### config.mk
export PLATFORM = sky130hd
export DESIGN_NAME = mipsCore
export DESIGN_NICKNAME = d
export VERILOG_FILES = /design/src/common/mipsPkg.sv /design/src/logic/mipsCore.sv /design/src/controller/mipsController.sv /design/src/controller/aluDecoder.sv /design/src/datapath/mipsDatapath.sv /design/src/datapath/regFile.sv /design/src/logic/alu.sv
export SDC_FILE = /design/constraint.sdc
export NUM_CORES = 2
export LEC_CHECK = 0
export ABC_AREA = 0
export CAP_MARGIN = 20
export CORE_ASPECT_RATIO = 0.9
export CORE_UTILIZATION = 25
export DETAILED_ROUTE_END_ITERATION = 6
export DONT_BUFFER_PORTS = 1
export GPL_TIMING_DRIVEN = 0
export PLACE_DENSITY_LB_ADDON = 0.2
export SYNTH_ARGS = -nofsm -noshare
export SYNTH_HDL_FRONTEND = slang
export SYNTH_HIERARCHICAL = 1
export SYNTH_SLANG_ARGS = --single-unit
### constraint.sdc
create_clock -name clk -period 8.2 [get_ports clk]
set_input_delay 1.23 -clock clk [delete_from_list [all_inputs] [get_ports clk]]
set_output_delay 1.23 -clock clk [all_outputs]
set_load 0.05 [all_outputs]
### src/common/mipsPkg.sv
package mipsPkg;

	//////////////////////////////
	// Instruction encodings
	//////////////////////////////

	// Primary opcode field, bits 31:26
	typedef enum logic [5:0] {
		rType = 6'b000000,
		j     = 6'b000010,
		beq   = 6'b000100,
		addi  = 6'b001000,
		slti  = 6'b001010,
		andi  = 6'b001100,
		ori   = 6'b001101,
		xori  = 6'b001110,
		lw    = 6'b100011,
		sw    = 6'b101011
	} opcodeT;

	// R-type function field, bits 5:0
	typedef enum logic [5:0] {
		functSll = 6'b000000,
		functSrl = 6'b000010,
		functSra = 6'b000011,
		functAdd = 6'b100000,
		functSub = 6'b100010,
		functAnd = 6'b100100,
		functOr  = 6'b100101,
		functXor = 6'b100110,
		functSlt = 6'b101010
	} functT;

	//////////////////////////////
	// Control encodings
	//////////////////////////////

	// Multicycle FSM states
	typedef enum logic [3:0] {
		fetchAddr, fetchLatch, decode,
		memAddr, memRead, memWriteback, memStore,
		rExec, rWriteback, iExec, iWriteback,
		branchExec, jumpExec
	} ctrlStateT;

	// Operation class from the FSM to the ALU decoder
	typedef enum logic [1:0] {addOp, subOp, functOp, immOp} aluOpT;

	typedef enum logic [3:0] {
		aluAdd, aluSub, aluAnd, aluOr, aluXor,
		aluSlt, aluSll, aluSrl, aluSra
	} aluCtrlT;

	// Operand and next-PC selects
	typedef enum logic [1:0] {pc, regA, shamt} srcAT;
	typedef enum logic [2:0] {regB, four, signImm, zeroImm} srcBT;
	typedef enum logic [1:0] {aluResult, aluOut, jumpTarget} pcSrcT;

endpackage
### src/logic/mipsCore.sv
`timescale 1ns/1ps

module mipsCore
	import mipsPkg::*;
#(
	parameter int dataWidth = 32,
	parameter int addrWidth = 10
) (
	input  logic                 clk,
	input  logic                 rst,
	output logic [addrWidth-1:0] memAddr,
	output logic [dataWidth-1:0] memWdata,
	output logic                 memWe,
	input  logic [dataWidth-1:0] memRdata
);

	logic    iorD;
	srcAT    srcA;
	srcBT    srcB;
	pcSrcT   pcSrc;
	logic    irWrite;
	logic    pcWrite;
	logic    branch;
	logic    regWrite;
	logic    regDst;
	logic    memToReg;
	aluCtrlT aluCtrl;
	opcodeT  opcode;
	functT   funct;

	mipsController mipsController_inst (
		.clk(clk), .rst(rst), .opcode(opcode), .funct(funct),
		.iorD(iorD), .srcA(srcA), .srcB(srcB), .pcSrc(pcSrc),
		.irWrite(irWrite), .pcWrite(pcWrite), .branch(branch),
		.regWrite(regWrite), .regDst(regDst), .memToReg(memToReg),
		.memWe(memWe), .aluCtrl(aluCtrl)
	);

	mipsDatapath #(.dataWidth(dataWidth), .addrWidth(addrWidth)) mipsDatapath_inst (
		.clk(clk), .rst(rst), .iorD(iorD), .srcA(srcA), .srcB(srcB),
		.pcSrc(pcSrc), .irWrite(irWrite), .pcWrite(pcWrite), .branch(branch),
		.regWrite(regWrite), .regDst(regDst), .memToReg(memToReg),
		.aluCtrl(aluCtrl), .memRdata(memRdata), .opcode(opcode), .funct(funct),
		.memAddr(memAddr), .memWdata(memWdata)
	);

endmodule

### src/controller/mipsController.sv
`timescale 1ns/1ps

module mipsController
	import mipsPkg::*;
(
	input  logic    clk,
	input  logic    rst,
	input  opcodeT  opcode,
	input  functT   funct,
	output logic    iorD,
	output srcAT    srcA,
	output srcBT    srcB,
	output pcSrcT   pcSrc,
	output logic    irWrite,
	output logic    pcWrite,
	output logic    branch,
	output logic    regWrite,
	output logic    regDst,
	output logic    memToReg,
	output logic    memWe,
	output aluCtrlT aluCtrl
);

	ctrlStateT state;
	ctrlStateT stateNext;
	aluOpT     aluOp;
	aluOpT     aluOpNext;
	logic      iorDNext;
	srcAT      srcANext;
	srcBT      srcBNext;
	pcSrcT     pcSrcNext;
	logic      irWriteNext;
	logic      pcWriteNext;
	logic      branchNext;
	logic      regWriteNext;
	logic      regDstNext;
	logic      memToRegNext;
	logic      memWeNext;
	logic      isShift;

	// Shift amount comes from the shamt field, not rs
	assign isShift = (funct == functSll) || (funct == functSrl) || (funct == functSra);

	aluDecoder aluDecoder_inst (
		.aluOp  (aluOp),
		.funct  (funct),
		.opcode (opcode),
		.aluCtrl(aluCtrl)
	);

	//////////////////////////////
	// Next state and controls
	//////////////////////////////

	// Controls decided here take effect in the following cycle
	always_comb begin
		stateNext    = fetchAddr;
		iorDNext     = 1'b0;
		srcANext     = pc;
		srcBNext     = four;
		pcSrcNext    = aluResult;
		aluOpNext    = addOp;
		irWriteNext  = 1'b0;
		pcWriteNext  = 1'b0;
		branchNext   = 1'b0;
		regWriteNext = 1'b0;
		regDstNext   = 1'b0;
		memToRegNext = 1'b0;
		memWeNext    = 1'b0;
		case (state)
			fetchAddr: begin
				// Latch instruction and step PC by four
				stateNext   = fetchLatch;
				irWriteNext = 1'b1;
				pcWriteNext = 1'b1;
			end
			fetchLatch: begin
				// Branch target into ALU result register
				stateNext = decode;
				srcBNext  = signImm;
			end
			decode: begin
				case (opcode)
					rType: begin
						stateNext = rExec;
						srcANext  = isShift ? shamt : regA;
						srcBNext  = regB;
						aluOpNext = functOp;
					end
					lw, sw: begin
						stateNext = memAddr;
						srcANext  = regA;
						srcBNext  = signImm;
					end
					addi, slti: begin
						stateNext = iExec;
						srcANext  = regA;
						srcBNext  = signImm;
						aluOpNext = immOp;
					end
					andi, ori, xori: begin
						stateNext = iExec;
						srcANext  = regA;
						srcBNext  = zeroImm;
						aluOpNext = immOp;
					end
					beq: begin
						// Compare rs and rt, PC takes the stored target on zero
						stateNext  = branchExec;
						srcANext   = regA;
						srcBNext   = regB;
						aluOpNext  = subOp;
						branchNext = 1'b1;
						pcSrcNext  = aluOut;
					end
					j: begin
						stateNext   = jumpExec;
						pcWriteNext = 1'b1;
						pcSrcNext   = jumpTarget;
					end
					// Unsupported opcode, back to fetch
					default: stateNext = fetchAddr;
				endcase
			end
			memAddr: begin
				iorDNext = 1'b1;
				if (opcode == lw) begin
					stateNext = memRead;
				end else begin
					stateNext = memStore;
					memWeNext = 1'b1;
				end
			end
			// Read data arrives one cycle after the address
			memRead: stateNext = memWriteback;
			memWriteback: begin
				regWriteNext = 1'b1;
				memToRegNext = 1'b1;
			end
			rExec: begin
				stateNext    = rWriteback;
				regWriteNext = 1'b1;
				regDstNext   = 1'b1;
			end
			iExec: begin
				stateNext    = iWriteback;
				regWriteNext = 1'b1;
			end
			// Remaining states finish the instruction
			default: stateNext = fetchAddr;
		endcase
	end

	//////////////////////////////
	// Registered outputs
	//////////////////////////////

	always_ff @(posedge clk) begin
		if (rst) begin
			state    <= fetchAddr;
			iorD     <= 1'b0;
			srcA     <= pc;
			srcB     <= four;
			pcSrc    <= aluResult;
			aluOp    <= addOp;
			irWrite  <= 1'b0;
			pcWrite  <= 1'b0;
			branch   <= 1'b0;
			regWrite <= 1'b0;
			regDst   <= 1'b0;
			memToReg <= 1'b0;
			memWe    <= 1'b0;
		end else begin
			state    <= stateNext;
			iorD     <= iorDNext;
			srcA     <= srcANext;
			srcB     <= srcBNext;
			pcSrc    <= pcSrcNext;
			aluOp    <= aluOpNext;
			irWrite  <= irWriteNext;
			pcWrite  <= pcWriteNext;
			branch   <= branchNext;
			regWrite <= regWriteNext;
			regDst   <= regDstNext;
			memToReg <= memToRegNext;
			memWe    <= memWeNext;
		end
	end

endmodule

### src/controller/aluDecoder.sv
`timescale 1ns/1ps

module aluDecoder
	import mipsPkg::*;
(
	input  aluOpT   aluOp,
	input  functT   funct,
	input  opcodeT  opcode,
	output aluCtrlT aluCtrl
);

	always_comb begin
		case (aluOp)
			// Address and PC arithmetic
			addOp: aluCtrl = aluAdd;
			// beq compare
			subOp: aluCtrl = aluSub;
			functOp: begin
				case (funct)
					functAdd: aluCtrl = aluAdd;
					functSub: aluCtrl = aluSub;
					functAnd: aluCtrl = aluAnd;
					functOr:  aluCtrl = aluOr;
					functXor: aluCtrl = aluXor;
					functSlt: aluCtrl = aluSlt;
					functSll: aluCtrl = aluSll;
					functSrl: aluCtrl = aluSrl;
					functSra: aluCtrl = aluSra;
					default:  aluCtrl = aluAdd;
				endcase
			end
			// Immediate ops decode straight from the opcode
			immOp: begin
				case (opcode)
					andi:    aluCtrl = aluAnd;
					ori:     aluCtrl = aluOr;
					xori:    aluCtrl = aluXor;
					slti:    aluCtrl = aluSlt;
					default: aluCtrl = aluAdd;
				endcase
			end
			default: aluCtrl = aluAdd;
		endcase
	end

endmodule

### src/datapath/mipsDatapath.sv
`timescale 1ns/1ps

module mipsDatapath
	import mipsPkg::*;
#(
	parameter int dataWidth = 32,
	parameter int addrWidth = 10
) (
	input  logic                 clk,
	input  logic                 rst,
	input  logic                 iorD,
	input  srcAT                 srcA,
	input  srcBT                 srcB,
	input  pcSrcT                pcSrc,
	input  logic                 irWrite,
	input  logic                 pcWrite,
	input  logic                 branch,
	input  logic                 regWrite,
	input  logic                 regDst,
	input  logic                 memToReg,
	input  aluCtrlT              aluCtrl,
	input  logic [dataWidth-1:0] memRdata,
	output opcodeT               opcode,
	output functT                funct,
	output logic [addrWidth-1:0] memAddr,
	output logic [dataWidth-1:0] memWdata
);

	logic [dataWidth-1:0] pcReg;
	logic [dataWidth-1:0] ir;
	logic [dataWidth-1:0] dataReg;
	logic [dataWidth-1:0] aReg;
	logic [dataWidth-1:0] bReg;
	logic [dataWidth-1:0] aluOutReg;
	logic [dataWidth-1:0] readDataA;
	logic [dataWidth-1:0] readDataB;
	logic [dataWidth-1:0] writeData;
	logic [dataWidth-1:0] immSigned;
	logic [dataWidth-1:0] immZero;
	logic [dataWidth-1:0] shiftAmt;
	logic [dataWidth-1:0] jumpAddr;
	logic [dataWidth-1:0] opA;
	logic [dataWidth-1:0] opB;
	logic [dataWidth-1:0] aluValue;
	logic [dataWidth-1:0] pcNext;
	logic [4:0]           writeAddr;
	logic                 zero;
	logic                 pcEn;

	//////////////////////////////
	// Instruction fields
	//////////////////////////////

	assign opcode    = opcodeT'(ir[31:26]);
	assign funct     = functT'(ir[5:0]);
	assign immSigned = {{(dataWidth-16){ir[15]}}, ir[15:0]};
	assign immZero   = {{(dataWidth-16){1'b0}}, ir[15:0]};
	assign shiftAmt  = {{(dataWidth-5){1'b0}}, ir[10:6]};
	// Upper PC bits kept, 26-bit word index
	assign jumpAddr  = {pcReg[dataWidth-1:28], ir[25:0], 2'b00};

	// rd for R-type, rt for loads and immediates
	assign writeAddr = regDst ? ir[15:11] : ir[20:16];
	assign writeData = memToReg ? dataReg : aluOutReg;

	regFile #(.dataWidth(dataWidth)) regFile_inst (
		.clk      (clk),
		.rst      (rst),
		.readAddrA(ir[25:21]),
		.readAddrB(ir[20:16]),
		.writeAddr(writeAddr),
		.writeData(writeData),
		.writeEn  (regWrite),
		.readDataA(readDataA),
		.readDataB(readDataB)
	);

	//////////////////////////////
	// ALU operands
	//////////////////////////////

	always_comb begin
		case (srcA)
			regA:    opA = aReg;
			shamt:   opA = shiftAmt;
			default: opA = pcReg;
		endcase
		case (srcB)
			regB:    opB = bReg;
			// PC-relative offsets count words
			signImm: opB = (srcA == pc) ? immSigned << 2 : immSigned;
			zeroImm: opB = immZero;
			default: opB = dataWidth'(4);
		endcase
	end

	alu #(.dataWidth(dataWidth)) alu_inst (
		.a      (opA),
		.b      (opB),
		.aluCtrl(aluCtrl),
		.result (aluValue),
		.zero   (zero)
	);

	// Next PC and gated enable
	always_comb begin
		case (pcSrc)
			aluOut:     pcNext = aluOutReg;
			jumpTarget: pcNext = jumpAddr;
			default:    pcNext = aluValue;
		endcase
	end
	assign pcEn = pcWrite | (branch & zero);

	always_ff @(posedge clk) begin
		if (rst) begin
			pcReg <= '0;
		end else if (pcEn) begin
			pcReg <= pcNext;
		end
	end

	// Payload registers, loaded every cycle except IR
	always_ff @(posedge clk) begin
		if (irWrite) begin
			ir <= memRdata;
		end
		dataReg   <= memRdata;
		aReg      <= readDataA;
		bReg      <= readDataB;
		aluOutReg <= aluValue;
	end

	// Byte addresses to word addresses
	assign memAddr  = iorD ? aluOutReg[addrWidth+1:2] : pcReg[addrWidth+1:2];
	assign memWdata = bReg;

endmodule

### src/datapath/regFile.sv
`timescale 1ns/1ps

module regFile #(
	parameter int dataWidth = 32
) (
	input  logic                 clk,
	input  logic                 rst,
	input  logic [4:0]           readAddrA,
	input  logic [4:0]           readAddrB,
	input  logic [4:0]           writeAddr,
	input  logic [dataWidth-1:0] writeData,
	input  logic                 writeEn,
	output logic [dataWidth-1:0] readDataA,
	output logic [dataWidth-1:0] readDataB
);

	logic [dataWidth-1:0] regs [32];

	always_ff @(posedge clk) begin
		if (rst) begin
			for (int i = 0; i < 32; i++) begin
				regs[i] <= '0;
			end
		end else if (writeEn && writeAddr != 5'd0) begin
			regs[writeAddr] <= writeData;
		end
	end

	// Register zero hardwired
	assign readDataA = (readAddrA == 5'd0) ? '0 : regs[readAddrA];
	assign readDataB = (readAddrB == 5'd0) ? '0 : regs[readAddrB];

endmodule

### src/logic/alu.sv
`timescale 1ns/1ps

module alu
	import mipsPkg::*;
#(
	parameter int dataWidth = 32
) (
	input  logic [dataWidth-1:0] a,
	input  logic [dataWidth-1:0] b,
	input  aluCtrlT              aluCtrl,
	output logic [dataWidth-1:0] result,
	output logic                 zero
);

	logic [4:0] shiftBy;
	logic       lessThan;

	// Shift amount in a, value in b
	assign shiftBy  = a[4:0];
	assign lessThan = $signed(a) < $signed(b);

	always_comb begin
		case (aluCtrl)
			aluAdd:  result = a + b;
			aluSub:  result = a - b;
			aluAnd:  result = a & b;
			aluOr:   result = a | b;
			aluXor:  result = a ^ b;
			aluSlt:  result = {{(dataWidth-1){1'b0}}, lessThan};
			aluSll:  result = b << shiftBy;
			aluSrl:  result = b >> shiftBy;
			// Sign bit fills from the left
			aluSra:  result = $signed(b) >>> shiftBy;
			default: result = a + b;
		endcase
	end

	// Used by beq
	assign zero = (result == '0);

endmodule

==> metrics list <==
- Synth Cell Area: 71700 µm²
- Overall via count from detail_route: ~55000
* Max-capacitance violation count: 0
* Final hold vios: 0
- For this run, the number of Yosys warnings is 6.
* Maximum level of the CTS H-tree: 4
* Compound-cell area share of the yosys netlist: a little under a tenth
* Largest stage delay on the critical path: ~0.64 ns
- The floorplan step set the die height to approximately 510 µm.
* Global-route wire length before repair: ~480000 µm
* Ratio of final minimum period to clock period: between 90% and 100%
* Number of remaining DRC errors: 0
- Standard-cell row count: 186
* Most frequent cell after synthesis: sky130_fd_sc_hd__edfxtp_1
- Largest fanout of any net on the critical path: 10
* Post-Synth Adder-Cell Area: between 1.5 and 2%
* Number of global-route vias before repair: 52800
- The floorplan step set the die width to roughly 570 µm.
* Port Buffers: 0
* Fraction of the core area covered by cells at the end of the flow: 29.2%
- Synth Area in Simple Gates: between 10% and 20%
- Final WS setup: roughly 0.045 ns
* Remaining antenna violation count after routing: 0
- Clock Latency Late Sink: between 0.8 and 0.9 ns
- Ranking of synthesized cells by instance count: sky130_fd_sc_hd__edfxtp_1 (1056), sky130_fd_sc_hd__and2_1 (1002), sky130_fd_sc_hd__mux4_2 (498), sky130_fd_sc_hd__clkbuf_1 (364), sky130_fd_sc_hd__mux2i_1 (213)
- Quantity of hold-fixing buffers added after cts: 0
* Final layout net count: between 6000 and 7000
- Antenna violations before repair: 46
- Die area: about 290000 µm²
- Setup crit end kind: register
- Entering global routing, the biggest net connects 33 pins.
- For this design the total switching power over the nets is roughly 0.0063 W.
- Setup violations remaining at the end of the flow were counted as 0.
- After synthesis, the largest area contributor takes up about 44% of total cell area.
* Total congestion overflow after global routing: 0
* Headroom to the max-slew limit: between 10% and 20%
- The flow ran to the end, and the final reports show no timing, DRC or antenna violations.
- TritonCTS built the clock tree.
* Internal power contribution: 0.0122 W
- Estimated wirelength of the detail-placed design: about 270000 µm
- Category of the worst setup path launch point: register
* Time the final worst path needs with I/O delays and setup: just over 8 ns
- After detailed routing, the average wire length per cell comes to ~37 µm.
- Class of the tightest hold or removal check: input port to register
- Synthesis-stage register bit count: 1236
* Post-synthesis cell count: about 5600
* Area of the core region: roughly 290000 µm²
* Post-synth EDFFs: approximately 1100
- By area the synthesized netlist is led by sky130_fd_sc_hd__edfxtp_1 (44%), sky130_fd_sc_hd__mux4_2 (16%), sky130_fd_sc_hd__and2_1 (8.7%), sky130_fd_sc_hd__dfxtp_1 (5.0%), sky130_fd_sc_hd__mux2i_1 (3.0%).
- Inserted Clock Buffers: around 150
- Setup repair after global routing left no endpoint under its margin.
* Area leader, netlist: sky130_fd_sc_hd__edfxtp_1
- Worst hold slack across all endpoints: about 0.44 ns
* Async set-reset flop share out of synthesis: 0%
* Multiplexer share of the synthesized area: between 20 and 25%
- Leak pwr: approximately 29 nW
- Per report_power, the sequential group accounts for between 40% and 50% of the total.
- Sequential elements use 49.2% of the synthesized area.
- After the first detailed-routing iteration, the DRC count stood at around 8000.
* Number of vias per cell after detailed routing: 5.61
* Power per cell area: approximately 220 nW/µm²
- Actual slew at the worst max-slew pin: between 1 and 1.5 ns
- Clock network fraction of total power: a little over a third
- The tree is rooted in a sky130_fd_sc_hd__clkbuf_16.
- Of the total synthesized cell area, the portion taken by XOR and XNOR cells is less than 1%.
- At the end of routability-driven placement, the weighted congestion stood at 0.989.
- Pre-Repair DR Iteration Count: 6
- The longest clock path from root to sink contains 3 buffers.
- Filler cells: slightly below 30000
- Clock-pin slew reported for the worst setup and hold paths after clock tree synthesis: roughly 0.070 ns
- Averaged over all synthesized cells, the footprint is around 13 µm².
* FMAX: 0.123 GHz
- Compared with the post-synthesis result, the final layout area differs by 15.9%.
* Sw Share: roughly a third
- For the final routed database, the setup TNS stands at 0 ns.
- The critical path is of the register to register type.
- Global routing used around a quarter of the available tracks.
- Clock skew on the completed layout was measured at 0.0446 ns.
* Clock Sinks: ~1200
* Master of the slowest instance on the critical path: sky130_fd_sc_hd__or4b_2
- Counting stages on the worst path, the most repeated cell is sky130_fd_sc_hd__buf_2.
* Starting density of the core: around a quarter
- The number of different library cells used by synthesis comes to roughly 110.
- Gate family responsible for the most delay along the worst path: compound AO/OA/AOI/OAI gates
- For the worst setup path, the data required time is between 8 and 9 ns.
- Per report_power, the combinational group accounts for 23.8% of the total.
- For the worst setup path, the data arrival time is a little under 9 ns.
- IR analysis of the VDD net gives a maximum drop of between 0.0002 and 0.00025 V.
- After synthesis, the largest family of logic cells by area is multiplexers.
* Top FF cell, synth: sky130_fd_sc_hd__edfxtp_1
- Final Routed Wirelength: 359000 µm
- Fraction of final layout cells sized beyond drive strength 1: between 20% and 30%
- Setup slack after placement: -2.64 ns
- The critical path contains buffers and inverters numbering 9 combined.
* Boundary pin count: 77
* Final Max Tran Viols: 0
==> power groups by stage <==
| stage | logic [W] | clock network, W | registers (W) |
|---|---|---|---|
| 2_1_floorplan | 0.00229 | 0 | 0.00752 |
| 3_5_place_dp | 0.00421 | 0 | 0.00773 |
| 5_1_grt | 0.00449 | 0.00678 | 0.00763 |
| 3_3_place_gp | 0.00408 | 0 | 0.00775 |
| 4_1_cts | 0.00426 | 0.00656 | 0.00760 |
| 6_report | 0.00440 | 0.00647 | 0.00761 |
==> registers in the layout, indices dropped and copies added, names as in the netlist <==
register and flops:
mipsDatapath_inst/dataReg 32, mipsController_inst/state 4, mipsDatapath_inst/aReg 32, mipsController_inst/pcWrite 1, mipsDatapath_inst/aluOutReg 32, mipsController_inst/regDst 1
mipsController_inst/regWrite 1, mipsController_inst/pcSrc 2, mipsDatapath_inst/ir 32, mipsDatapath_inst/pcReg 32, mipsController_inst/aluOp 2, mipsDatapath_inst/regFile_inst/regs 1024
mipsController_inst/srcB 2, mipsController_inst/memToReg 1, mipsController_inst/memWe 1, mipsController_inst/iorD 1, mipsDatapath_inst/memWdata 32, mipsController_inst/srcA 2
mipsController_inst/branch 1, mipsController_inst/irWrite 1
==> layout make-up <==
type / count / area [µm²] / area share [%]
Antenna cell: 25 / 62.6 / 0.0752
Buffer: 562 / 2740 / 3.30
Clock inverter: 74 / 662 / 0.796
Timing Repair Buffer: 100 / 1430 / 1.72
Sequential cell: 1236 / 35300 / 42.5
Clock buffer: 193 / 4000 / 4.80
Multi-Input combinational cell: 3713 / 33700 / 40.5
Inverter: 150 / 563 / 0.677
Tap cell: 3760 / 4700 / 5.66
==> cells in the final DEF (no fill, tap or decap), types with 33 or more instances in the layout <==
cell type	n
sky130_fd_sc_hd__and2_1	1002
sky130_fd_sc_hd__a21o_1	35
sky130_fd_sc_hd__mux4_2	498
sky130_fd_sc_hd__nor2b_1	37
sky130_fd_sc_hd__o21ai_0	126
sky130_fd_sc_hd__a221o_1	36
sky130_fd_sc_hd__edfxtp_1	1056
sky130_fd_sc_hd__ha_1	101
sky130_fd_sc_hd__dfxtp_1	179
sky130_fd_sc_hd__o22ai_1	128
sky130_fd_sc_hd__clkbuf_1	383
sky130_fd_sc_hd__mux2_2	106
sky130_fd_sc_hd__conb_1	33
sky130_fd_sc_hd__buf_6	48
sky130_fd_sc_hd__a21oi_1	161
sky130_fd_sc_hd__mux2i_1	213
sky130_fd_sc_hd__nand2_1	183
sky130_fd_sc_hd__nor3_1	91
sky130_fd_sc_hd__buf_2	95
sky130_fd_sc_hd__a22oi_1	39
sky130_fd_sc_hd__nor2_1	184
sky130_fd_sc_hd__buf_4	80
sky130_fd_sc_hd__clkbuf_16	151
sky130_fd_sc_hd__or2_2	36
sky130_fd_sc_hd__inv_1	149
sky130_fd_sc_hd__nand3_1	61
sky130_fd_sc_hd__a2111oi_1	36
sky130_fd_sc_hd__nand2b_1	48
sky130_fd_sc_hd__a22o_1	55
==> final timing paths <==
| check | startpoint | slack (ns) | cells past startpoint | end |
|---|---|---|---|---|
| max | mipsController_inst/srcA[0] | 0.05 | 26 | mipsDatapath_inst/pcReg[30] |
| min | memRdata[1] | 0.44 | 0 | mipsDatapath_inst/dataReg[1] |
| max reg2reg | mipsController_inst/srcA[0] | 0.05 | 26 | mipsDatapath_inst/pcReg[30] |
| min reg2reg | mipsDatapath_inst/pcReg[15] | 0.46 | 2 | mipsDatapath_inst/pcReg[15] |
==> cell families (layout without fill, tap and decap cells) <==
kind of cell,after synthesis,in the layout
compound gates,942,942
xor+xnor,15,15
fa+ha+maj,105,105
buf+inv,714,1079
flops,1236,1236
mux,824,824
other cells,2,58
simple gates,1794,1794
==> repair_timing <==
item	CTS	global route
gates resized for setup	42	21
pin swaps	3	5
setup buffers	3	1
endpoints found under the setup margin	38	31
==> metal layers <==
layer  wire length, µm  track usage [%]  share of wire [%]  vias to the layer above
met5               166                0              0.046                        -
met4             15600             9.76                4.4                       26
met3             38200             6.91                 11                      594
met2            154000             36.1                 43                     3400
met1            151000             32.8                 42                    29000
li1                  -                -                  -                    22100
==> through the flow <==
stage	cells	instance area, µm²	total power, W
2_1_floorplan	5663	71900	0.00981
3_3_place_gp	9423	76600	0.0118
3_5_place_dp	9512	78000	0.0119
4_1_cts	9781	82900	0.0184
5_1_grt	9800	83100	0.0189
6_report	9813	83200	0.0185
==> worst register-to-register path: stages (launching register included) <==
cell	delay, ns
sky130_fd_sc_hd__dfxtp_1	0.38
sky130_fd_sc_hd__inv_1	0.09
sky130_fd_sc_hd__ha_1	0.42
sky130_fd_sc_hd__clkbuf_4	0.26
sky130_fd_sc_hd__clkbuf_8	0.23
sky130_fd_sc_hd__a21oi_4	0.30
sky130_fd_sc_hd__clkbuf_2	0.33
sky130_fd_sc_hd__inv_1	0.29
sky130_fd_sc_hd__clkbuf_2	0.39
sky130_fd_sc_hd__ha_1	0.38
sky130_fd_sc_hd__buf_2	0.21
sky130_fd_sc_hd__a21o_1	0.26
sky130_fd_sc_hd__a221oi_4	0.12
sky130_fd_sc_hd__nor4_2	0.37
sky130_fd_sc_hd__o311ai_2	0.19
sky130_fd_sc_hd__buf_2	0.23
sky130_fd_sc_hd__a311o_1	0.45
sky130_fd_sc_hd__a32o_1	0.29
sky130_fd_sc_hd__o22ai_1	0.25
sky130_fd_sc_hd__o211ai_1	0.30
sky130_fd_sc_hd__nor2_1	0.16
sky130_fd_sc_hd__or4b_2	0.64
sky130_fd_sc_hd__nor4_4	0.39
sky130_fd_sc_hd__a21oi_1	0.22
sky130_fd_sc_hd__buf_2	0.27
sky130_fd_sc_hd__a2111oi_0	0.48
sky130_fd_sc_hd__nor3_1	0.09
(Power assumes the default switching activity.)
